`config.mk`:
```
export PLATFORM = sky130hd
export DESIGN_NAME = hci_top
export DESIGN_NICKNAME = d
export VERILOG_FILES = /design/src/common/hci_pkg.sv /design/src/host_link/host_fifo.sv /design/src/ctrl/xfer_counter.sv /design/src/ctrl/hci_ctrl.sv /design/src/reply_stage.sv /design/src/hci_top.sv
export SDC_FILE = /design/constraint.sdc
export NUM_CORES = 1
export LEC_CHECK = 0
export ABC_AREA = 1
export BUFFER_PORTS_ARGS = -buffer_cell sky130_fd_sc_hd__buf_2
export CAP_MARGIN = 20
export CORE_MARGIN = 5
export CORE_UTILIZATION = 60
export DETAILED_ROUTE_END_ITERATION = 16
export MAX_ROUTING_LAYER = met4
export PLACE_DENSITY_LB_ADDON = 0.05
export SKIP_CTS_REPAIR_TIMING = 1
export SLEW_MARGIN = 20
export SYNTH_ARGS = -nofsm -noshare
export SYNTH_HDL_FRONTEND = slang
export SYNTH_SLANG_ARGS = --single-unit
export TNS_END_PERCENT = 10
```
`constraint.sdc`:
```
create_clock -name clk -period 5.2 [get_ports clk]
set_input_delay 0.78 -clock clk [delete_from_list [all_inputs] [get_ports clk]]
set_output_delay 0.78 -clock clk [all_outputs]
set_load 0.005 [all_outputs]
```
`src/common/hci_pkg.sv`:
```
package hci_pkg;

  ////////////////////////////////////////////////////////////
  // Widths and sizes
  ////////////////////////////////////////////////////////////
  localparam int DATA_W     = 8;   // Host and CPU data byte
  localparam int ADDR_W     = 16;  // CPU address bus
  localparam int CNT_W      = 17;  // Doubled byte count for reads
  localparam int REG_SEL_W  = 4;   // Debug register select
  localparam int FIFO_DEPTH = 16;  // Input buffer entries
  localparam int FIFO_AW    = 4;   // Input buffer pointer width

  // Sticky error code bits
  localparam int ERR_UNKNOWN_OP = 1;

  ////////////////////////////////////////////////////////////
  // Packet opcodes
  ////////////////////////////////////////////////////////////
  typedef enum logic [7:0] {
    ECHO           = 8'h00,  // CNT_LO CNT_HI DATA...
    CPU_MEM_RD     = 8'h01,  // ADDR_LO ADDR_HI CNT_LO CNT_HI
    CPU_MEM_WR     = 8'h02,  // ADDR_LO ADDR_HI CNT_LO CNT_HI DATA...
    DBG_BRK        = 8'h03,
    DBG_RUN        = 8'h04,
    CPU_REG_RD     = 8'h05,  // REG_SEL
    CPU_REG_WR     = 8'h06,  // REG_SEL DATA
    QUERY_DBG_BRK  = 8'h07,
    QUERY_ERR_CODE = 8'h08
  } opcode_e;

  ////////////////////////////////////////////////////////////
  // Command controller states
  ////////////////////////////////////////////////////////////
  typedef enum logic [3:0] {
    S_DISABLED,     // CPU runs, only break is honored
    S_DECODE,       // Waiting for an opcode
    S_ECHO_HDR,
    S_ECHO_DATA,
    S_MEM_RD_HDR,
    S_MEM_RD_DATA,  // Alternating dummy and data cycles
    S_MEM_WR_HDR,
    S_MEM_WR_DATA,
    S_REG_RD,
    S_REG_WR_SEL,
    S_REG_WR_DATA,
    S_QUERY_ERR
  } state_e;

  // Reply byte sources
  typedef enum logic [2:0] {
    SRC_RX,       // Buffer head byte
    SRC_CPU_DIN,  // CPU data bus
    SRC_DBGREG,   // Debug register read bus
    SRC_ERR,      // Sticky error code
    SRC_BRK_ON,   // Constant 0x01
    SRC_BRK_OFF   // Constant 0x00
  } reply_src_e;

endpackage

```
`src/host_link/host_fifo.sv`:
```
`timescale 1ns/1ns

module host_fifo
(
  input  logic                       clk,
  input  logic                       rst,
  input  logic [hci_pkg::DATA_W-1:0] host_data,   // Byte from host
  input  logic                       host_valid,
  input  logic                       rx_pop,      // Controller takes head byte
  output logic                       host_ready,  // Room for one more byte
  output logic [hci_pkg::DATA_W-1:0] rx_data,     // Head byte, no latency
  output logic                       rx_empty
);

  logic [hci_pkg::DATA_W-1:0]  mem [hci_pkg::FIFO_DEPTH];
  logic [hci_pkg::FIFO_AW-1:0] wr_ptr;
  logic [hci_pkg::FIFO_AW-1:0] rd_ptr;
  logic [hci_pkg::FIFO_AW:0]   count;  // One extra bit to tell full from empty
  logic                        push;
  logic                        pop;

  assign push = host_valid && host_ready;
  assign pop  = rx_pop && !rx_empty;  // Guard against a stray pop

  // Storage array
  always_ff @(posedge clk)
  begin
    if (push)
      mem[wr_ptr] <= host_data;
  end

  // Pointers and occupancy
  always_ff @(posedge clk)
  begin
    if (rst)
    begin
      wr_ptr <= '0;
      rd_ptr <= '0;
      count  <= '0;
    end
    else
    begin
      if (push)
        wr_ptr <= wr_ptr + 1'b1;  // Wraps at FIFO_DEPTH
      if (pop)
        rd_ptr <= rd_ptr + 1'b1;
      case ({push, pop})
        2'b10:   count <= count + 1'b1;
        2'b01:   count <= count - 1'b1;
        default: count <= count;  // Push with pop keeps fill level
      endcase
    end
  end

  assign rx_data    = mem[rd_ptr];
  assign rx_empty   = (count == '0);
  assign host_ready = (count != hci_pkg::FIFO_DEPTH);

endmodule

```
`src/ctrl/xfer_counter.sv`:
```
`timescale 1ns/1ns

module xfer_counter
(
  input  logic                       clk,
  input  logic                       rst,
  input  logic [hci_pkg::DATA_W-1:0] load_byte,  // Packet byte being popped
  input  logic                       addr_ld_lo,
  input  logic                       addr_ld_hi,
  input  logic                       cnt_ld_lo,
  input  logic                       cnt_ld_hi,
  input  logic                       cnt_dbl,    // Read, two cycles per byte
  input  logic                       cnt_step,
  input  logic                       addr_step,
  output logic [hci_pkg::ADDR_W-1:0] addr,
  output logic                       cnt_phase,  // High on read data cycle
  output logic                       cnt_last    // Current step ends the run
);

  logic [hci_pkg::CNT_W-1:0] cnt;
  logic [hci_pkg::CNT_W-1:0] cnt_hi_val;  // Count as it will be after a high load

  // High-byte load, doubled for reads
  always_comb
  begin
    if (cnt_dbl)
      cnt_hi_val = {load_byte, cnt[7:0], 1'b0};
    else
      cnt_hi_val = {1'b0, load_byte, cnt[7:0]};
  end

  always_ff @(posedge clk)
  begin
    if (rst)
    begin
      addr <= '0;
      cnt  <= '0;
    end
    else
    begin
      if (addr_ld_lo)
        addr <= {{(hci_pkg::ADDR_W-hci_pkg::DATA_W){1'b0}}, load_byte};
      else if (addr_ld_hi)
        addr <= {load_byte, addr[7:0]};
      else if (addr_step)
        addr <= addr + 1'b1;  // Next byte of the block

      if (cnt_ld_lo)
        cnt <= {{(hci_pkg::CNT_W-hci_pkg::DATA_W){1'b0}}, load_byte};
      else if (cnt_ld_hi)
        cnt <= cnt_hi_val;
      else if (cnt_step)
        cnt <= cnt - 1'b1;
    end
  end

  // Zero count on a header load means no data phase
  assign cnt_last  = cnt_ld_hi ? (cnt_hi_val == '0) : (cnt == 1);
  assign cnt_phase = cnt[0];

endmodule

```
`src/ctrl/hci_ctrl.sv`:
```
`timescale 1ns/1ns

module hci_ctrl
(
  input  logic                          clk,
  input  logic                          rst,
  input  logic                          brk,         // CPU-initiated break
  input  logic [hci_pkg::DATA_W-1:0]    rx_data,
  input  logic                          rx_empty,
  input  logic                          reply_full,
  input  logic                          cnt_phase,
  input  logic                          cnt_last,
  output logic                          rx_pop,
  output logic                          addr_ld_lo,
  output logic                          addr_ld_hi,
  output logic                          cnt_ld_lo,
  output logic                          cnt_ld_hi,
  output logic                          cnt_dbl,
  output logic                          cnt_step,
  output logic                          addr_step,
  output logic                          reply_req,
  output hci_pkg::reply_src_e           reply_src,
  output logic [hci_pkg::DATA_W-1:0]    err_code,
  output logic                          active,      // CPU held in debug
  output logic                          cpu_r_nw,
  output logic [hci_pkg::REG_SEL_W-1:0] cpu_dbgreg_sel,
  output logic                          cpu_dbgreg_wr
);

  hci_pkg::state_e               state_q, state_d;
  logic [2:0]                    stage_q, stage_d;      // Header byte index
  logic [hci_pkg::DATA_W-1:0]    err_q, err_d;
  logic [hci_pkg::REG_SEL_W-1:0] reg_sel_q, reg_sel_d;  // Select for register write

  always_ff @(posedge clk)
  begin
    if (rst)
    begin
      state_q   <= hci_pkg::S_DISABLED;
      stage_q   <= '0;
      err_q     <= '0;
      reg_sel_q <= '0;
    end
    else
    begin
      state_q   <= state_d;
      stage_q   <= stage_d;
      err_q     <= err_d;
      reg_sel_q <= reg_sel_d;
    end
  end

  always_comb
  begin
    state_d   = state_q;
    stage_d   = stage_q;
    err_d     = err_q;
    reg_sel_d = reg_sel_q;

    rx_pop         = 1'b0;
    addr_ld_lo     = 1'b0;
    addr_ld_hi     = 1'b0;
    cnt_ld_lo      = 1'b0;
    cnt_ld_hi      = 1'b0;
    cnt_step       = 1'b0;
    addr_step      = 1'b0;
    reply_req      = 1'b0;
    reply_src      = hci_pkg::SRC_RX;
    cpu_r_nw       = 1'b1;
    cpu_dbgreg_sel = '0;
    cpu_dbgreg_wr  = 1'b0;

    case (state_q)
      ////////////////////////////////////////////////////////////
      // Mode switch and opcode decode
      ////////////////////////////////////////////////////////////
      hci_pkg::S_DISABLED:
      begin
        if (brk)
          state_d = hci_pkg::S_DECODE;
        else if (!rx_empty)
        begin
          if (rx_data == hci_pkg::QUERY_DBG_BRK)
          begin
            if (!reply_full)  // Hold the query until the reply fits
            begin
              rx_pop    = 1'b1;
              reply_req = 1'b1;
              reply_src = hci_pkg::SRC_BRK_OFF;
            end
          end
          else
          begin
            rx_pop = 1'b1;  // Anything else is dropped
            if (rx_data == hci_pkg::DBG_BRK)
              state_d = hci_pkg::S_DECODE;
          end
        end
      end

      hci_pkg::S_DECODE:
      begin
        if (!rx_empty && !(rx_data == hci_pkg::QUERY_DBG_BRK && reply_full))
        begin
          rx_pop  = 1'b1;
          stage_d = '0;  // Header starts at address low
          case (rx_data)
            hci_pkg::ECHO:
            begin
              state_d = hci_pkg::S_ECHO_HDR;
              stage_d = 3'd2;  // Echo header is count only
            end
            hci_pkg::CPU_MEM_RD:     state_d = hci_pkg::S_MEM_RD_HDR;
            hci_pkg::CPU_MEM_WR:     state_d = hci_pkg::S_MEM_WR_HDR;
            hci_pkg::DBG_BRK:        state_d = hci_pkg::S_DECODE;
            hci_pkg::DBG_RUN:        state_d = hci_pkg::S_DISABLED;
            hci_pkg::CPU_REG_RD:     state_d = hci_pkg::S_REG_RD;
            hci_pkg::CPU_REG_WR:     state_d = hci_pkg::S_REG_WR_SEL;
            hci_pkg::QUERY_ERR_CODE: state_d = hci_pkg::S_QUERY_ERR;
            hci_pkg::QUERY_DBG_BRK:
            begin
              reply_req = 1'b1;
              reply_src = hci_pkg::SRC_BRK_ON;
            end
            default: err_d[hci_pkg::ERR_UNKNOWN_OP] = 1'b1;  // Sticky
          endcase
        end
      end

      ////////////////////////////////////////////////////////////
      // Header collection, shared by echo and memory commands
      ////////////////////////////////////////////////////////////
      hci_pkg::S_ECHO_HDR, hci_pkg::S_MEM_RD_HDR, hci_pkg::S_MEM_WR_HDR:
      begin
        if (!rx_empty)
        begin
          rx_pop  = 1'b1;
          stage_d = stage_q + 3'd1;
          case (stage_q)
            3'd0:    addr_ld_lo = 1'b1;
            3'd1:    addr_ld_hi = 1'b1;
            3'd2:    cnt_ld_lo  = 1'b1;
            default:
            begin
              cnt_ld_hi = 1'b1;
              if (cnt_last)
                state_d = hci_pkg::S_DECODE;  // Empty run
              else if (state_q == hci_pkg::S_ECHO_HDR)
                state_d = hci_pkg::S_ECHO_DATA;
              else if (state_q == hci_pkg::S_MEM_RD_HDR)
                state_d = hci_pkg::S_MEM_RD_DATA;
              else
                state_d = hci_pkg::S_MEM_WR_DATA;
            end
          endcase
        end
      end

      ////////////////////////////////////////////////////////////
      // Data phases
      ////////////////////////////////////////////////////////////
      hci_pkg::S_ECHO_DATA:
      begin
        if (!rx_empty && !reply_full)
        begin
          rx_pop    = 1'b1;
          reply_req = 1'b1;  // Send popped byte back
          cnt_step  = 1'b1;
          if (cnt_last)
            state_d = hci_pkg::S_DECODE;
        end
      end

      hci_pkg::S_MEM_RD_DATA:
      begin
        if (!cnt_phase)
          cnt_step = 1'b1;  // Dummy cycle lets memory settle
        else if (!reply_full)
        begin
          reply_req = 1'b1;
          reply_src = hci_pkg::SRC_CPU_DIN;
          cnt_step  = 1'b1;
          addr_step = 1'b1;
          if (cnt_last)
            state_d = hci_pkg::S_DECODE;
        end
      end

      hci_pkg::S_MEM_WR_DATA:
      begin
        if (!rx_empty)
        begin
          rx_pop    = 1'b1;
          cpu_r_nw  = 1'b0;  // Popped byte onto CPU bus
          cnt_step  = 1'b1;
          addr_step = 1'b1;
          if (cnt_last)
            state_d = hci_pkg::S_DECODE;
        end
      end

      ////////////////////////////////////////////////////////////
      // Register commands and error query
      ////////////////////////////////////////////////////////////
      hci_pkg::S_REG_RD:
      begin
        if (!rx_empty && !reply_full)
        begin
          rx_pop         = 1'b1;
          cpu_dbgreg_sel = rx_data[hci_pkg::REG_SEL_W-1:0];
          reply_req      = 1'b1;
          reply_src      = hci_pkg::SRC_DBGREG;
          state_d        = hci_pkg::S_DECODE;
        end
      end

      hci_pkg::S_REG_WR_SEL:
      begin
        if (!rx_empty)
        begin
          rx_pop    = 1'b1;
          reg_sel_d = rx_data[hci_pkg::REG_SEL_W-1:0];
          state_d   = hci_pkg::S_REG_WR_DATA;
        end
      end

      hci_pkg::S_REG_WR_DATA:
      begin
        if (!rx_empty)
        begin
          rx_pop         = 1'b1;
          cpu_dbgreg_sel = reg_sel_q;
          cpu_dbgreg_wr  = 1'b1;  // Value is the popped byte
          state_d        = hci_pkg::S_DECODE;
        end
      end

      hci_pkg::S_QUERY_ERR:
      begin
        if (!reply_full)
        begin
          reply_req = 1'b1;
          reply_src = hci_pkg::SRC_ERR;
          state_d   = hci_pkg::S_DECODE;
        end
      end

      default: state_d = hci_pkg::S_DISABLED;
    endcase
  end

  assign cnt_dbl  = (state_q == hci_pkg::S_MEM_RD_HDR);  // Only sampled on high load
  assign err_code = err_q;
  assign active   = (state_q != hci_pkg::S_DISABLED);

endmodule

```
`src/reply_stage.sv`:
```
`timescale 1ns/1ns

module reply_stage
(
  input  logic                       clk,
  input  logic                       rst,
  input  logic                       reply_req,      // Controller sends a byte
  input  hci_pkg::reply_src_e        reply_src,
  input  logic [hci_pkg::DATA_W-1:0] rx_data,        // Echo data
  input  logic [hci_pkg::DATA_W-1:0] cpu_din,        // Memory read data
  input  logic [hci_pkg::DATA_W-1:0] cpu_dbgreg_in,  // Debug register data
  input  logic [hci_pkg::DATA_W-1:0] err_code,
  output logic [hci_pkg::DATA_W-1:0] reply_data,
  output logic                       reply_valid
);

  logic [hci_pkg::DATA_W-1:0] src_byte;

  // Reply byte select
  always_comb
  begin
    case (reply_src)
      hci_pkg::SRC_RX:      src_byte = rx_data;
      hci_pkg::SRC_CPU_DIN: src_byte = cpu_din;
      hci_pkg::SRC_DBGREG:  src_byte = cpu_dbgreg_in;
      hci_pkg::SRC_ERR:     src_byte = err_code;
      hci_pkg::SRC_BRK_ON:  src_byte = 8'h01;  // In debug break
      default:              src_byte = 8'h00;  // Not in break
    endcase
  end

  // Data only moves when requested
  always_ff @(posedge clk)
  begin
    if (reply_req)
      reply_data <= src_byte;
  end

  always_ff @(posedge clk)
  begin
    if (rst)
      reply_valid <= 1'b0;
    else
      reply_valid <= reply_req;  // One-cycle strobe
  end

endmodule

```
`src/hci_top.sv`:
```
`timescale 1ns/1ns

module hci_top
(
  input  logic                          clk,
  input  logic                          rst,
  input  logic [hci_pkg::DATA_W-1:0]    host_data,
  input  logic                          host_valid,
  input  logic                          reply_full,
  input  logic                          brk,
  input  logic [hci_pkg::DATA_W-1:0]    cpu_din,
  input  logic [hci_pkg::DATA_W-1:0]    cpu_dbgreg_in,
  output logic                          host_ready,
  output logic [hci_pkg::DATA_W-1:0]    reply_data,
  output logic                          reply_valid,
  output logic                          active,
  output logic                          cpu_r_nw,
  output logic [hci_pkg::ADDR_W-1:0]    cpu_a,
  output logic [hci_pkg::DATA_W-1:0]    cpu_dout,
  output logic [hci_pkg::REG_SEL_W-1:0] cpu_dbgreg_sel,
  output logic [hci_pkg::DATA_W-1:0]    cpu_dbgreg_out,
  output logic                          cpu_dbgreg_wr
);

  // Buffer to controller
  logic [hci_pkg::DATA_W-1:0] rx_data;
  logic                       rx_empty;
  logic                       rx_pop;

  // Controller to counter
  logic addr_ld_lo, addr_ld_hi;
  logic cnt_ld_lo, cnt_ld_hi, cnt_dbl;
  logic cnt_step, addr_step;
  logic cnt_phase, cnt_last;

  // Controller to reply stage
  logic                       reply_req;
  hci_pkg::reply_src_e        reply_src;
  logic [hci_pkg::DATA_W-1:0] err_code;

  host_fifo u_host_fifo
  (
    .clk(clk), .rst(rst),
    .host_data(host_data), .host_valid(host_valid), .rx_pop(rx_pop),
    .host_ready(host_ready), .rx_data(rx_data), .rx_empty(rx_empty)
  );

  hci_ctrl u_hci_ctrl
  (
    .clk(clk), .rst(rst), .brk(brk),
    .rx_data(rx_data), .rx_empty(rx_empty), .reply_full(reply_full),
    .cnt_phase(cnt_phase), .cnt_last(cnt_last), .rx_pop(rx_pop),
    .addr_ld_lo(addr_ld_lo), .addr_ld_hi(addr_ld_hi),
    .cnt_ld_lo(cnt_ld_lo), .cnt_ld_hi(cnt_ld_hi), .cnt_dbl(cnt_dbl),
    .cnt_step(cnt_step), .addr_step(addr_step),
    .reply_req(reply_req), .reply_src(reply_src), .err_code(err_code),
    .active(active), .cpu_r_nw(cpu_r_nw),
    .cpu_dbgreg_sel(cpu_dbgreg_sel), .cpu_dbgreg_wr(cpu_dbgreg_wr)
  );

  // Counter address drives the CPU bus directly
  xfer_counter u_xfer_counter
  (
    .clk(clk), .rst(rst), .load_byte(rx_data),
    .addr_ld_lo(addr_ld_lo), .addr_ld_hi(addr_ld_hi),
    .cnt_ld_lo(cnt_ld_lo), .cnt_ld_hi(cnt_ld_hi), .cnt_dbl(cnt_dbl),
    .cnt_step(cnt_step), .addr_step(addr_step),
    .addr(cpu_a), .cnt_phase(cnt_phase), .cnt_last(cnt_last)
  );

  reply_stage u_reply_stage
  (
    .clk(clk), .rst(rst), .reply_req(reply_req), .reply_src(reply_src),
    .rx_data(rx_data), .cpu_din(cpu_din), .cpu_dbgreg_in(cpu_dbgreg_in),
    .err_code(err_code), .reply_data(reply_data), .reply_valid(reply_valid)
  );

  // Write data on both CPU paths is the buffer head
  assign cpu_dout       = rx_data;
  assign cpu_dbgreg_out = rx_data;

endmodule

```
# Word-level counts from Yosys, hierarchy flattened
# Memory sizes are Yosys's and may differ from the RTL's. A register that Yosys moved wholly into a read port is not among the register bits.
# Cells that the tools add are included.
op_classes:
  n_addsub: 7
  n_eq_ne: 45
  n_mux: 86
  n_bitwise: 2
  reduce_logical: 33
ops:
  columns: ["operator", "n"]
  rows:
  - ["4-bit two-way mux", 22]
  - ["17-bit two-way mux", 3]
  - ["4-bit one-hot mux with 10 select lines", 1]
  - ["8-bit one-hot mux with 5 select lines", 1]
  - ["1-bit two-way mux", 33]
  - ["8-bit by 3-bit == test with 1-bit output (second input constant)", 4]
  - ["16-bit two-way mux", 2]
  - ["4-bit one-hot mux with 8 select lines", 1]
  - ["3-bit two-way mux", 9]
  - ["17-bit by 1-bit == test with 1-bit output (second input constant)", 1]
  - ["17-bit zero test", 1]
  - ["17-bit by 1-bit subtractor with 17-bit output (second input constant)", 1]
  - ["16-bit by 1-bit adder with 16-bit output (second input constant)", 1]
  - ["4-bit by 3-bit == test with 1-bit output (second input constant)", 4]
  - ["4-bit == test (second input constant)", 4]
  - ["8-bit by 2-bit == test with 1-bit output (second input constant)", 2]
  - ["8-bit two-way mux", 2]
  - ["2-bit inequality test (second input constant)", 8]
  - ["3-bit one-hot mux with 5 select lines", 1]
  - ["15-bit AND reduction", 1]
  - ["5-bit one-hot mux with 2 select lines", 1]
  - ["2-bit nonzero test", 5]
  - ["3-bit by 2-bit == test with 1-bit output (second input constant)", 3]
  - ["9-bit by 1-bit inequality test with 1-bit output (second input constant)", 1]
  - ["other kinds (38)", 61]
word_totals:
  reg_bits: 67
  ramBits: 128
  input_bits: 29
  out_inout_bits: 49
  word_cells: 187
  mem_count: 1
memory_table:
  columns: ["name", "words", "word_bits", "rd", "rd_clocked_by_memory_dff", "wr", "line", "rtl"]
  rows:
  - ["u_host_fifo.mem", 16, 8, 1, 1, 1, "host_fifo.sv:15", "logic [hci_pkg::DATA_W-1:0] mem [hci_pkg::FIFO_DEPTH];"]

# Longest topological paths before layout
# Gate-level depths: netlist of run 1.
depth:
  word_depth: 10
  ltp_mapped: 27
  mapped_depth_nobuf: 25

# Cells and area by module
# From an unflattened synthesis of run 1, not the netlist that was laid out.
unflattened:
  hier_cells: 1253
  hier_area_um2: 10651.5
modules_own_cells:
  columns: ["mod", "instances", "cells_each", "area_each_um2", "seq_area_each_um2"]
  rows:
  - ["host_fifo", 1, 476, 6052.1, 4184.0]
  - ["xfer_counter", 1, 429, 2553.7, 660.6]
  - ["hci_ctrl", 1, 238, 1290.0, 240.2]
  - ["reply_stage", 1, 102, 695.7, 260.2]
  - ["hci_top", 1, 8, 60.1, 0.0]

# Least setup slack after synthesis of run 1
# OpenSTA, ideal clock, no wires.
synth_path:
  path_type: "register to register"
  start: "register (tool-made name)"
  end: "register u_host_fifo.count[4] (netlist bit)"
  setup_ns: 0.134
  arrival_time_ns: 2.654
  required_time_ns: 5.066
  setup_slack_ns: 2.413
  path_stages_with_launch: 25
  n_path_buf: 3
  period_less_slack_ns: 2.787
  cell_sequence: "dfxtp_1 -> buf_2 -> inv_1 -> buf_2 -> nand3_1 -> nand3_1 -> nand2_2 -> inv_2 -> nand2_1 -> nor2_4 -> nand3_2 -> nand3_2 -> nand2_2 -> ha_1 -> clkbuf_1 -> xor2_1 -> ha_1 -> inv_1 -> nand2_1 -> nand2_1 -> nand2_1 -> nand2_1 -> nand2_1 -> nand2_1 -> a21oi_1"
synth_rtl:
  columns: ["element", "line", "rtl"]
  rows:
  - ["end signal, assigned", "host_fifo.sv:48", "2'b10: count <= count + 1'b1;"]
  - ["end signal, assigned", "host_fifo.sv:49", "2'b01: count <= count - 1'b1;"]
  - ["end signal, assigned", "host_fifo.sv:50", "default: count <= count;"]
  - ["end, declared", "host_fifo.sv:18", "logic [hci_pkg::FIFO_AW:0] count;"]

==> results of run 1 <==
## worst paths after layout
path | endpoint | slack [ns] | depth (start not counted)
worst max register to register | u_host_fifo.count[4] | 1.39 | 24
worst max-delay path | u_host_fifo.count[4] | 1.39 | 24
worst min register to register | u_host_fifo.rd_ptr[3] | 0.48 | 2
worst min-delay path | u_host_fifo.rd_ptr[3] | 0.48 | 2
## final cells by class
class | instances | area, um2 | area share
Clock inverter | 13 | 134 | 0.0120
Sequential cell | 199 | 5350 | 0.480
Clock buffer | 19 | 433 | 0.0389
Inverter | 166 | 623 | 0.0560
Timing Repair Buffer | 84 | 438 | 0.0394
Tap cell | 220 | 275 | 0.0247
Multi-Input combinational cell | 809 | 3880 | 0.348
## synth_stat cells (all sizes together), types with 2 or more instances
library cell,n
o211ai,12
o31ai,3
a22oi,3
inv,166
dfxtp,63
nand3,117
clkbuf,12
nor2,136
or2,3
and3,2
o211a,3
nor3,17
a211oi,6
a21oi,44
nand2,321
buf,35
a31oi,11
o21ai,81
ha,14
xnor2,4
xor2,9
nand4,7
o2111ai,4
edfxtp,136
o22ai,5
## cells by family after synthesis
family | synth area share
adder cells (fa/ha/maj) | 0.0173
buffers and inverters | 0.0890
AND/OR/NAND/NOR | 0.252
XOR/XNOR | 0.0112
flip-flops | 0.528
AO/OA/AOI/OAI | 0.102
## stage by stage
step,instance area [um2],utilization,hold slack (ns),instances
final,11100,0.671,0.481,1510
after global routing,11100,0.671,0.522,1510
after CTS,11100,0.671,0.484,1510
after detailed placement,10600,0.637,0.469,1478
after global placement,10600,0.637,0.463,1478
after floorplan,10100,-,0.431,1221
## flip-flops by register name, indices dropped and copies added (netlist names), 4 cells and up, named ones only
signal,count
u_xfer_counter.addr,16
u_hci_ctrl.state_q,4
u_host_fifo.wr_ptr,4
u_host_fifo.rd_ptr,4
u_host_fifo.count,5
u_reply_stage.reply_data,8
u_xfer_counter.cnt,17
u_host_fifo.mem,128
u_hci_ctrl.reg_sel_q,4
## layer usage
| layer | up-vias | GRT usage | wire length [um] | part of all wire |
|---|---|---|---|---|
| met5 | - | - | 0 | 0 |
| met4 | 0 | 0.0592 | 289 | 0.011 |
| met2 | 313 | 0.396 | 11400 | 0.44 |
| met1 | 3956 | 0.385 | 11600 | 0.45 |
| li1 | 4141 | - | - | - |
| met3 | 28 | 0.0685 | 2390 | 0.093 |
## cell usage in the layout, fill, tap and decap left out, types with 3 or more instances in the layout
| cell | instances |
|---|---|
| sky130_fd_sc_hd__nand2_1 | 309 |
| sky130_fd_sc_hd__inv_1 | 143 |
| sky130_fd_sc_hd__edfxtp_1 | 136 |
| sky130_fd_sc_hd__nor2_1 | 130 |
| sky130_fd_sc_hd__nand3_1 | 114 |
| sky130_fd_sc_hd__buf_2 | 77 |
| sky130_fd_sc_hd__dfxtp_1 | 62 |
| sky130_fd_sc_hd__o21ai_0 | 59 |
| sky130_fd_sc_hd__a21oi_1 | 43 |
| sky130_fd_sc_hd__inv_2 | 23 |
| sky130_fd_sc_hd__o21ai_1 | 20 |
| sky130_fd_sc_hd__clkbuf_16 | 17 |
| sky130_fd_sc_hd__nor3_1 | 16 |
| sky130_fd_sc_hd__ha_1 | 14 |
| sky130_fd_sc_hd__nand2_2 | 12 |
| sky130_fd_sc_hd__o211ai_1 | 12 |
| sky130_fd_sc_hd__a31oi_1 | 11 |
| sky130_fd_sc_hd__xor2_1 | 9 |
| sky130_fd_sc_hd__nand4_1 | 7 |
| sky130_fd_sc_hd__buf_4 | 7 |
| sky130_fd_sc_hd__a211oi_1 | 6 |
| sky130_fd_sc_hd__o22ai_1 | 5 |
| sky130_fd_sc_hd__nor2_4 | 4 |
| sky130_fd_sc_hd__xnor2_1 | 4 |
| sky130_fd_sc_hd__o2111ai_1 | 4 |
| sky130_fd_sc_hd__inv_6 | 4 |
| sky130_fd_sc_hd__inv_8 | 4 |
| sky130_fd_sc_hd__nand3_2 | 3 |
| sky130_fd_sc_hd__o31ai_1 | 3 |
| sky130_fd_sc_hd__o211a_1 | 3 |
| sky130_fd_sc_hd__a22oi_1 | 3 |
## where the power goes
part           internal, uW  leakage [uW]  total, uW  switching, uW
combinational           593       0.00277       1970           1380
clock                   641      0.000281       1270            631
sequential             1820       0.00174       1900           81.7
## worst max-delay path, stage by stage (launching register included)
cell	delay, ns
sky130_fd_sc_hd__dfxtp_2	0.32
sky130_fd_sc_hd__inv_2	0.48
sky130_fd_sc_hd__buf_4	0.40
sky130_fd_sc_hd__nand2_1	0.10
sky130_fd_sc_hd__nand2_1	0.07
sky130_fd_sc_hd__nand2_1	0.05
sky130_fd_sc_hd__nand3_1	0.14
sky130_fd_sc_hd__nand3_1	0.12
sky130_fd_sc_hd__nand2_2	0.29
sky130_fd_sc_hd__nand2_2	0.12
sky130_fd_sc_hd__nor2_1	0.14
sky130_fd_sc_hd__nand3_2	0.10
sky130_fd_sc_hd__nand3_2	0.08
sky130_fd_sc_hd__nand2_2	0.11
sky130_fd_sc_hd__ha_1	0.31
sky130_fd_sc_hd__xor2_1	0.18
sky130_fd_sc_hd__ha_1	0.19
sky130_fd_sc_hd__inv_1	0.05
sky130_fd_sc_hd__nand2_1	0.07
sky130_fd_sc_hd__nand2_1	0.08
sky130_fd_sc_hd__nand2_1	0.05
sky130_fd_sc_hd__nand2_1	0.05
sky130_fd_sc_hd__nand2_1	0.04
sky130_fd_sc_hd__nand2_1	0.05
sky130_fd_sc_hd__a21oi_1	0.05
==> metrics.md, run 1 <==
| Metric | Value |
|---|---|
| Netlist Area Pre-Place | `0.0101 mm2` |
| Static leakage power | `0.00479 uW` |
| First-pass DRT Iterations | `5` |
| Number of buffers added by the clock tree synthesis step | `17` |
| Worst min-delay path class | `reg -> reg` |
| Clock tree from TritonCTS | `done` |
| Endpoint type of the worst setup path | `flip-flop` |
| Longest Clk Path Bufs | `2` |
| Max Fanout on Critical Path | `37` |
| Areal power density over the cells | `~460 mW/mm2` |
| Register clock-pin slew on the reported worst setup and hold paths | `0.07 ns` |
| Number of max-capacitance violations reported | `0` |
| Number of max-slew violations in the final report | `0` |
| Total negative slack | `0 ns` |
| Crit path setup slack, layout | `between 1 and 1.5 ns` |
| Fin crit period | `3.81 ns` |
| Critical path required time | `5.49 ns` |
| Minimum setup slack after placement | `1.42 ns` |
| Number of enable flip-flop cells after synthesis | `136` |
| Async set or reset register ratio after synthesis | `0` |
| Total Power Consumption | `~5000 uW` |
| IO buf count | `77` |
| Final-layout fill cell count | `1439` |
| Syn. warnings | `0` |
| Post-detailed-route DRC marker count | `0` |
| Number of I/O pins | `between 70 and 80` |
| Tcrit/Tclk final | `0.734` |
| HPWL after detailed placement | `~18000 um` |
| Via count normalized by instance count | `5.59` |
| Via count | `8438` |
| Antenna cells | `0` |
| DIE AREA | `0.0196 mm2` |
| Via count of the first global-routing pass | `7766` |
| Data arrival at the endpoint of the critical path | `around 4.1 ns` |
| Fmax achieved | `262 MHz` |
| Worst Max-Slew Pin Slew | `0.888 ns` |
| Clock root cell | `sky130_fd_sc_hd__clkbuf_16` |
| Beginning of the worst hold path | `u_host_fifo.rd_ptr[3]` |
| Area of the core | `0.0166 mm2` |
| Wire length reported by the detailed router | `25800 um` |
| Remaining max-slew budget at the tightest pin | `0.406` |
| Worst setup SP type | `flip-flop` |
| Seq cells post-synth | `199` |
| Antenna violation net count after detailed routing | `0` |
| Width of the chip | `140 um` |
| H-tree level count | `4` |
| Number of standard cells after synthesis | `1221` |
| Wire length of the first global-routing pass | `between 40000 and 50000 um` |
| Wire per inst | `17.1 um` |
| Post-synthesis to final-layout area growth | `9.91%` |
| Floorplan die height | `between 100 and 150 um` |
| Number of placement rows | `47` |
| Maximum number of pins on one net before global-route repair | `67` |
| Overall track demand over capacity in global routing | `0.270` |
| Weighted congestion reported at the end of routability-driven placement | `between 0.9 and 1` |
| Flip-flop cell with the highest count after synthesis | `sky130_fd_sc_hd__edfxtp_1` |
| Share of layout cells above drive strength 1 | `0.129` |
| Initial core utilization | `0.610` |
| RSZ-0062 raised after global routing | `false` |
| Syn_nets | `1264` |
| Status | `finished, final reports clean` |
| Number of nets in the layout | `around 1300` |
| Post-synth cell types | `46` |
| Final setup skew | `0.0111 ns` |
| Worst Path Class, Setup | `reg -> reg` |
| Post-synthesis sequential area ratio | `0.528` |
| Clk_lat worst skew | `around 0.44 ns` |
| Overall overflow remaining after global route | `0` |
| Worst IR Drop VDD | `310 uV` |
| Share of the synthesized area in the top cell type | `0.403` |
| Final setup vio count | `0` |
| Synthesized area per cell | `roughly 8.3 um2` |
| Number of antenna violations at the first check in global routing | `0` |
| Drt first-iter violations | `863` |
| Main area contributors after synthesis | `sky130_fd_sc_hd__edfxtp_1 (40%), sky130_fd_sc_hd__dfxtp_1 (12%), sky130_fd_sc_hd__nand2_1 (11%), sky130_fd_sc_hd__nand3_1 (5.6%), sky130_fd_sc_hd__inv_1 (5.3%)` |
| Number of hold violations in the final report | `0` |
| Library cell with the largest summed area after synthesis | `sky130_fd_sc_hd__edfxtp_1` |
| TritonCTS sink count | `~200` |
No activity file was read; power rests on OpenSTA's default activity.
==> run 2: changes to the inputs <==
clock period = 3.55 ns   (was 5.2 ns; I/O delays follow)
==> run 2 against run 1 <==
Non-clock buffer count rose by 18. Maximum frequency up 20%. Register-to-register slack lost 1.0 ns. First-iteration DRC count is 14% higher. Flip-flop and latch count is the same. Wire length grew 6.1%. Final cell count up 1.3%. Largest power group unchanged.
==> metrics.md, run 2 (synthesis gave the netlist of run 1 again) <==
| Metric | Value |
|---|---|
| Status | `finished, final reports clean` |
| Final setup vio count | `0 (unchanged)` |
| Worst min-delay path class | `in -> reg` |
| Number of max-slew violations in the final report | `0 (unchanged)` |
| Critical path required time | `3.87 ns (-1.62 ns)` |
| Floorplan die height | `140 um (unchanged)` |
| Number of I/O pins | `78 (unchanged)` |
| Static leakage power | `0.00491 uW (+2.4%)` |
| Max Fanout on Critical Path | `19 (-49%)` |
| Drt first-iter violations | `985 (+14%)` |
| Number of nets in the layout | `1338 (+1.4%)` |
| DIE AREA | `0.0196 mm2 (unchanged)` |
| CP max stage cell | `sky130_fd_sc_hd__dfxtp_2` |
| Share of layout cells above drive strength 1 | `0.141 (+0.0128)` |
| Worst Path Class, Setup | `reg -> reg` |
| Via count normalized by instance count | `5.67 (+1.4%)` |
| Longest Clk Path Bufs | `2 (unchanged)` |
| Via count of the first global-routing pass | `8045 (+3.6%)` |
| IO buf count | `77 (unchanged)` |
| Wire per inst | `17.9 um (+4.7%)` |
| RSZ-0062 raised after global routing | `false` |
| Worst setup SP type | `flip-flop` |
| Most common library cell in the layout ignoring fill and taps | `sky130_fd_sc_hd__nand2_1` |
| Worst IR Drop VDD | `607 uV (+96%)` |
| Worst-case register-to-register setup slack | `0.37 ns (-1.02 ns)` |
| Number of max-capacitance violations reported | `0 (unchanged)` |
| Clk_lat worst skew | `0.44 ns (about the same)` |
| Register clock-pin slew on the reported worst setup and hold paths | `0.07 ns (about the same)` |
| Psw | `3180 uW (+53%)` |
| Reg2reg end | `u_host_fifo.count[4]` |
| Remaining max-slew budget at the tightest pin | `0.440 (+0.0342)` |
| CP cell instances | `inv_2 -> buf_4 -> nand2_1 -> nand3_1 -> nand3_1 -> nand3_1 -> nand2_2 -> inv_2 -> nand2_1 -> nor2_4 -> nand3_2 -> nand3_2 -> nand2_2 -> ha_1 -> xor2_1 -> ha_1 -> inv_1 -> nand2_1 -> nand2_1 -> nand2_1 -> nand2_1 -> nand2_1 -> nand2_1 -> a21oi_1` |
| Width of the chip | `140 um (unchanged)` |
| Number of hold violations in the final report | `0 (unchanged)` |
| Overall track demand over capacity in global routing | `0.290 (+0.0202)` |
| Total negative slack | `0 ns (unchanged)` |
| Fin crit period | `3.18 ns (-0.631 ns)` |
| Wire length of the first global-routing pass | `43400 um (+6.0%)` |
| Number of placement rows | `47 (unchanged)` |
| Share of power burned in combinational logic | `0.395 (+0.012)` |
| Number of buffers added by the clock tree synthesis step | `17 (unchanged)` |
| H-tree level count | `4 (unchanged)` |
| Clock power frac | `0.255 (+0.008)` |
| Overall overflow remaining after global route | `0 (unchanged)` |
| Tcrit/Tclk final | `0.897 (+0.163)` |
| Endpoint type of the worst setup path | `flip-flop` |
| Hold path cells | `3 (+1)` |
| Reg with most FFs | `u_host_fifo.mem` |
| Number of placed instances with taps included | `1496 (+1.2%)` |
| Crit-path most repeated cell | `sky130_fd_sc_hd__nand2_1` |
| Placed Area | `0.0107 mm2 (+1.6%)` |
| Power share of the sequential group | `0.349 (-0.021)` |
| Post-detailed-route DRC marker count | `0 (unchanged)` |
| HPWL after detailed placement | `18800 um (+4.8%)` |
| Maximum cell stage delay along the critical path | `0.35 ns (-0.13 ns)` |
| Data arrival at the endpoint of the critical path | `3.50 ns (-0.60 ns)` |
| Hold path endpoint | `u_reply_stage.reply_data[0]` |
| Weighted congestion reported at the end of routability-driven placement | `0.967 (+2.9%)` |
| Area of the core | `0.0166 mm2 (unchanged)` |
| Clock tree from TritonCTS | `done` |
| Number of antenna violations at the first check in global routing | `1 (+1)` |
| Maximum number of pins on one net before global-route repair | `44 (-34%)` |
| Final-layout fill cell count | `1398 (-2.8%)` |
| Path depth of the worst reg2reg path | `24 (unchanged)` |
| Areal power density over the cells | `704 mW/mm2 (+52%)` |
| End-of-flow core utilization | `0.685 (+0.0137)` |
| Cell internal pwr | `4810 uW (+58%)` |
| Antenna violation net count after detailed routing | `0 (unchanged)` |
| Final Non-Filler Cells | `1530 (+1.3%)` |
| TritonCTS sink count | `199 (unchanged)` |
| Post-synthesis to final-layout area growth | `12.2%` |
| Commonest non-fill, non-tap cells in the layout | `sky130_fd_sc_hd__nand2_1 (309), sky130_fd_sc_hd__inv_1 (143), sky130_fd_sc_hd__edfxtp_1 (136), sky130_fd_sc_hd__nor2_1 (130), sky130_fd_sc_hd__nand3_1 (114)` |
| Clock root cell | `sky130_fd_sc_hd__clkbuf_16` |
| Final design area excluding fillers | `0.0114 mm2 (+2.0%)` |
| Initial core utilization | `0.610 (unchanged)` |
| Proportion of total power due to net switching | `0.398 (-0.00794)` |
| Fmax achieved | `314 MHz (+20%)` |
| Registers with the highest flip-flop counts | `u_host_fifo.mem: 128 flops, u_xfer_counter.cnt: 17 flops, u_xfer_counter.addr: 16 flops` |
| Minimum setup slack after placement | `0.434 ns (-0.984 ns)` |
| Beginning of the worst hold path | `cpu_dbgreg_in[0]` |
| Wire length reported by the detailed router | `27300 um (+6.1%)` |
| First-pass DRT Iterations | `5 (unchanged)` |
| Flip-flop count of the largest register, all copies and words added | `128 (unchanged)` |
| Final setup skew | `0.0106 ns (-0.000493 ns)` |
| Worst Max-Slew Pin Slew | `0.837 ns (-0.0511 ns)` |
| Crit path setup slack, layout | `0.367 ns (-1.02 ns)` |
| Via count | `8671 (+2.8%)` |
[run 2: final cells by class]
class / instances / area [um2] / area share
Sequential cell: 199 / 5350 / 0.471
Multi-Input combinational cell: 809 / 3880 / 0.341
Inverter: 166 / 623 / 0.0549
Timing Repair Buffer: 102 / 611 / 0.0538
Clock buffer: 18 / 429 / 0.0378
Tap cell: 220 / 275 / 0.0242
Clock inverter: 14 / 188 / 0.0165
Antenna cell: 2 / 5.00 / 0.000441
[run 2: power by group through the flow]
stage	Sequential (uW)	Combinational, uW	Clock (uW)
global route	2810	3490	2170
CTS	2790	3130	2060
floorplan	2810	2130	0
detailed placement	2840	3110	0
global placement	2830	3080	0
finish	2790	3160	2040
[run 2: stage by stage]
| step | hold WS, ns | total power [uW] |
|---|---|---|
| after floorplan | 0.431 | 4940 |
| after global placement | 0.466 | 5910 |
| after detailed placement | 0.466 | 5950 |
| after CTS | 0.364 | 7980 |
| after global routing | 0.380 | 8470 |
| final | 0.390 | 8000 |
[run 2: how the worst max path moves through the flow]
| stage | depth (start not counted) | start | to |
|---|---|---|---|
| detailed placement | 24 | flip-flop | u_host_fifo.count[4] |
| global placement | 25 | flip-flop | u_host_fifo.count[4] |
| global route | 23 | flip-flop | u_host_fifo.count[4] |
| floorplan | 24 | flip-flop | u_host_fifo.count[4] |
| finish | 24 | flip-flop | u_host_fifo.count[4] |
| CTS | 24 | flip-flop | u_host_fifo.count[4] |
[run 2: worst max-delay path: cells and delay by family (launching register included)]
family | cells | cell delay, ns
xor+xnor | 1 | 0.18
buf+inv | 4 | 0.50
compound gates | 1 | 0.05
fa+ha+maj | 2 | 0.50
flops | 1 | 0.35
simple gates | 16 | 1.48
[run 2: per-layer routing]
metal | track usage | share of wire | up-vias
met5 | - | 0 | -
met4 | 0.0918 | 0.021 | 0
met3 | 0.0671 | 0.091 | 51
met2 | 0.423 | 0.45 | 383
met1 | 0.407 | 0.44 | 4045
li1 | - | - | 4192
==> run 3: changes to the inputs <==
--- a/config.mk
+++ b/config.mk
@@ -11,3 +11,3 @@
 export CORE_MARGIN = 5
-export CORE_UTILIZATION = 60
+export CORE_UTILIZATION = 46
 export DETAILED_ROUTE_END_ITERATION = 16
--- a/constraint.sdc
+++ b/constraint.sdc
@@ -3,2 +3,2 @@
 set_output_delay 0.5325 -clock clk [all_outputs]
-set_load 0.005 [all_outputs]
+set_load 0.01 [all_outputs]
==> run 3 against run 2 <==
Critical path depth did not move. Power is 0.83% lower. Final cell count increased by 4.1%. First-iteration DRC count down 5.3%. Wire length increased by 2.5%. Core utilization down 16 points. Non-clock buffer count up 5. Maximum frequency down 0.31%. Count of clock-buffer cells in the layout rose by 1. Combinational power grew 3%. Sequential power barely moved. Via count fell by 2.5%. Largest cell class unchanged.
==> metrics.md, run 3 (synthesis gave the netlist of run 1 again) <==
| Metric | Value |
|---|---|
| Status | `finished, final reports clean` |
| DIE AREA | `0.0251 mm2 (+28%)` |
| RSZ-0062 raised after global routing | `false` |
| End-of-flow core utilization | `0.524 (-0.160)` |
| Endpoint type of the worst setup path | `flip-flop` |
| Number of max-slew violations in the final report | `0 (unchanged)` |
| Antenna cells | `0 (-2)` |
| Remaining max-slew budget at the tightest pin | `0.350 (-0.0894)` |
| Drt first-iter violations | `933 (-5.3%)` |
| Clock root cell | `sky130_fd_sc_hd__clkbuf_16` |
| Static leakage power | `0.00490 uW (about the same)` |
| Worst setup SP type | `flip-flop` |
| Fin crit period | `3.19 ns (+0.0100 ns)` |
| Number of hold violations in the final report | `0 (unchanged)` |
| Total negative slack | `0 ns (unchanged)` |
| Overall track demand over capacity in global routing | `0.235 (-0.0551)` |
| Fmax achieved | `313 MHz (-0.31%)` |
| Worst IR Drop VDD | `513 uV (-15%)` |
| First-pass DRT Iterations | `6 (+1)` |
| Floorplan die height | `158 um (+13%)` |
| Register clock-pin slew on the reported worst setup and hold paths | `0.07 ns (about the same)` |
| Clk_lat worst skew | `0.44 ns (about the same)` |
| Post-detailed-route DRC marker count | `0 (unchanged)` |
| Areal power density over the cells | `695 mW/mm2 (-1.3%)` |
| Number of placed instances with taps included | `1561 (+4.3%)` |
| HPWL after detailed placement | `19900 um (+5.9%)` |
| Most common library cell in the layout ignoring fill and taps | `sky130_fd_sc_hd__nand2_1` |
| Worst Max-Slew Pin Slew | `0.971 ns (+0.134 ns)` |
| Number of placement rows | `54 (+15%)` |
| Critical path required time | `3.84 ns (-0.03 ns)` |
| Via count normalized by instance count | `5.31 (-6.3%)` |
| Commonest non-fill, non-tap cells in the layout | `sky130_fd_sc_hd__nand2_1 (309), sky130_fd_sc_hd__inv_1 (143), sky130_fd_sc_hd__edfxtp_1 (136), sky130_fd_sc_hd__nor2_1 (130), sky130_fd_sc_hd__nand3_1 (114)` |
| Wire length of the first global-routing pass | `44100 um (+1.5%)` |
| Maximum number of pins on one net before global-route repair | `34 (-23%)` |
| Clock tree from TritonCTS | `done` |
| H-tree level count | `4 (unchanged)` |
| Width of the chip | `158 um (+13%)` |
| Number of I/O pins | `78 (unchanged)` |
| Number of buffers added by the clock tree synthesis step | `17 (unchanged)` |
| Share of layout cells above drive strength 1 | `0.145 (+0.00327)` |
| Via count | `8458 (-2.5%)` |
| Antenna violation net count after detailed routing | `0 (unchanged)` |
| Final setup skew | `0.0134 ns (+0.00281 ns)` |
| Longest Clk Path Bufs | `2 (unchanged)` |
| Final Non-Filler Cells | `1593 (+4.1%)` |
| IO buf count | `77 (unchanged)` |
| Number of nets in the layout | `1343 (+0.37%)` |
| Wire length reported by the detailed router | `28000 um (+2.5%)` |
| Area of the core | `0.0218 mm2 (+31%)` |
| Registers with the highest flip-flop counts | `u_host_fifo.mem: 128 flops, u_xfer_counter.cnt: 17 flops, u_xfer_counter.addr: 16 flops` |
| Weighted congestion reported at the end of routability-driven placement | `0.909 (-6.0%)` |
| Wire per inst | `17.6 um (-1.6%)` |
| TritonCTS sink count | `199 (unchanged)` |
| Number of antenna violations at the first check in global routing | `0 (-1)` |
| Flip-flop count of the largest register, all copies and words added | `128 (unchanged)` |
| Final-layout fill cell count | `2078 (+49%)` |
| Number of max-capacitance violations reported | `0 (unchanged)` |
| Overall overflow remaining after global route | `0 (unchanged)` |
| Reg with most FFs | `u_host_fifo.mem` |
| Initial core utilization | `0.465 (-0.145)` |
| Max Fanout on Critical Path | `15 (-4)` |
| Tcrit/Tclk final | `0.900 (+0.00283)` |
| Worst min-delay path class | `in -> reg` |
| Worst Path Class, Setup | `reg -> reg` |
| Data arrival at the endpoint of the critical path | `3.48 ns (-0.02 ns)` |
| Final setup vio count | `0 (unchanged)` |
| Post-synthesis to final-layout area growth | `12.7%` |
| Via count of the first global-routing pass | `7913 (-1.6%)` |
[run 3: layout make-up]
type / count / area [um2] / area share
flip-flops and latches: 199 / 5350 / 0.469
repair buffers: 107 / 639 / 0.0560
inverters: 166 / 623 / 0.0546
multi-input cells: 809 / 3880 / 0.341
clock inverters: 13 / 131 / 0.0115
well taps: 280 / 350 / 0.0307
clock buffers: 19 / 433 / 0.0379
[run 3: path summary, 6_finish.rpt]
kind	start	to	cells after the start	slack, ns
min	cpu_dbgreg_in[2]	u_reply_stage.reply_data[2]	3	0.40
min reg2reg	u_hci_ctrl.err_code[1]	u_hci_ctrl.err_code[1]	2	0.47
max reg2reg	flip-flop	u_host_fifo.count[4]	24	0.36
max	flip-flop	u_host_fifo.count[4]	24	0.36
[run 3: power breakdown]
part	total (uW)	switching, uW	internal, uW
clock network	1880	946	939
registers	2790	128	2660
logic	3250	2210	1040
total	7930	3290	4640
[run 3: per-layer routing]
metal  routed length (um)  GRT usage  vias up
met5                    0          -        -
met4                  426     0.0581        0
met3                 1870     0.0459       32
met2                12100      0.333      309
met1                13600      0.349     3932
li1                     -          -     4185
[run 3: stage by stage]
stage	setup WS (ns)	total power, uW	hold slack (ns)	area, um2
after global routing	0.00573	8510	0.394	11400
after detailed placement	0.315	6080	0.469	10800
final	0.357	7930	0.398	11400
after global placement	0.385	6090	0.464	10800
after CTS	0.306	7970	0.381	11400
after floorplan	0.740	5010	0.431	10100
[run 3: worst max-delay path, stage by stage, from the launching register on]
cell and delay, ns:
sky130_fd_sc_hd__dfxtp_2 0.34, sky130_fd_sc_hd__inv_2 0.20, sky130_fd_sc_hd__buf_4 0.26, sky130_fd_sc_hd__nand2_1 0.07
sky130_fd_sc_hd__nand2_1 0.07, sky130_fd_sc_hd__nand2_1 0.06, sky130_fd_sc_hd__nand3_1 0.15, sky130_fd_sc_hd__nand3_1 0.15
sky130_fd_sc_hd__nand2_2 0.14, sky130_fd_sc_hd__nand2_2 0.09, sky130_fd_sc_hd__nor2_1 0.13, sky130_fd_sc_hd__nand3_2 0.10
sky130_fd_sc_hd__nand3_2 0.08, sky130_fd_sc_hd__nand2_2 0.10, sky130_fd_sc_hd__ha_1 0.32, sky130_fd_sc_hd__xor2_2 0.19
sky130_fd_sc_hd__ha_1 0.19, sky130_fd_sc_hd__inv_1 0.04, sky130_fd_sc_hd__nand2_1 0.07, sky130_fd_sc_hd__nand2_1 0.08
sky130_fd_sc_hd__nand2_1 0.05, sky130_fd_sc_hd__nand2_1 0.05, sky130_fd_sc_hd__nand2_1 0.04, sky130_fd_sc_hd__nand2_1 0.05
sky130_fd_sc_hd__a21oi_1 0.05
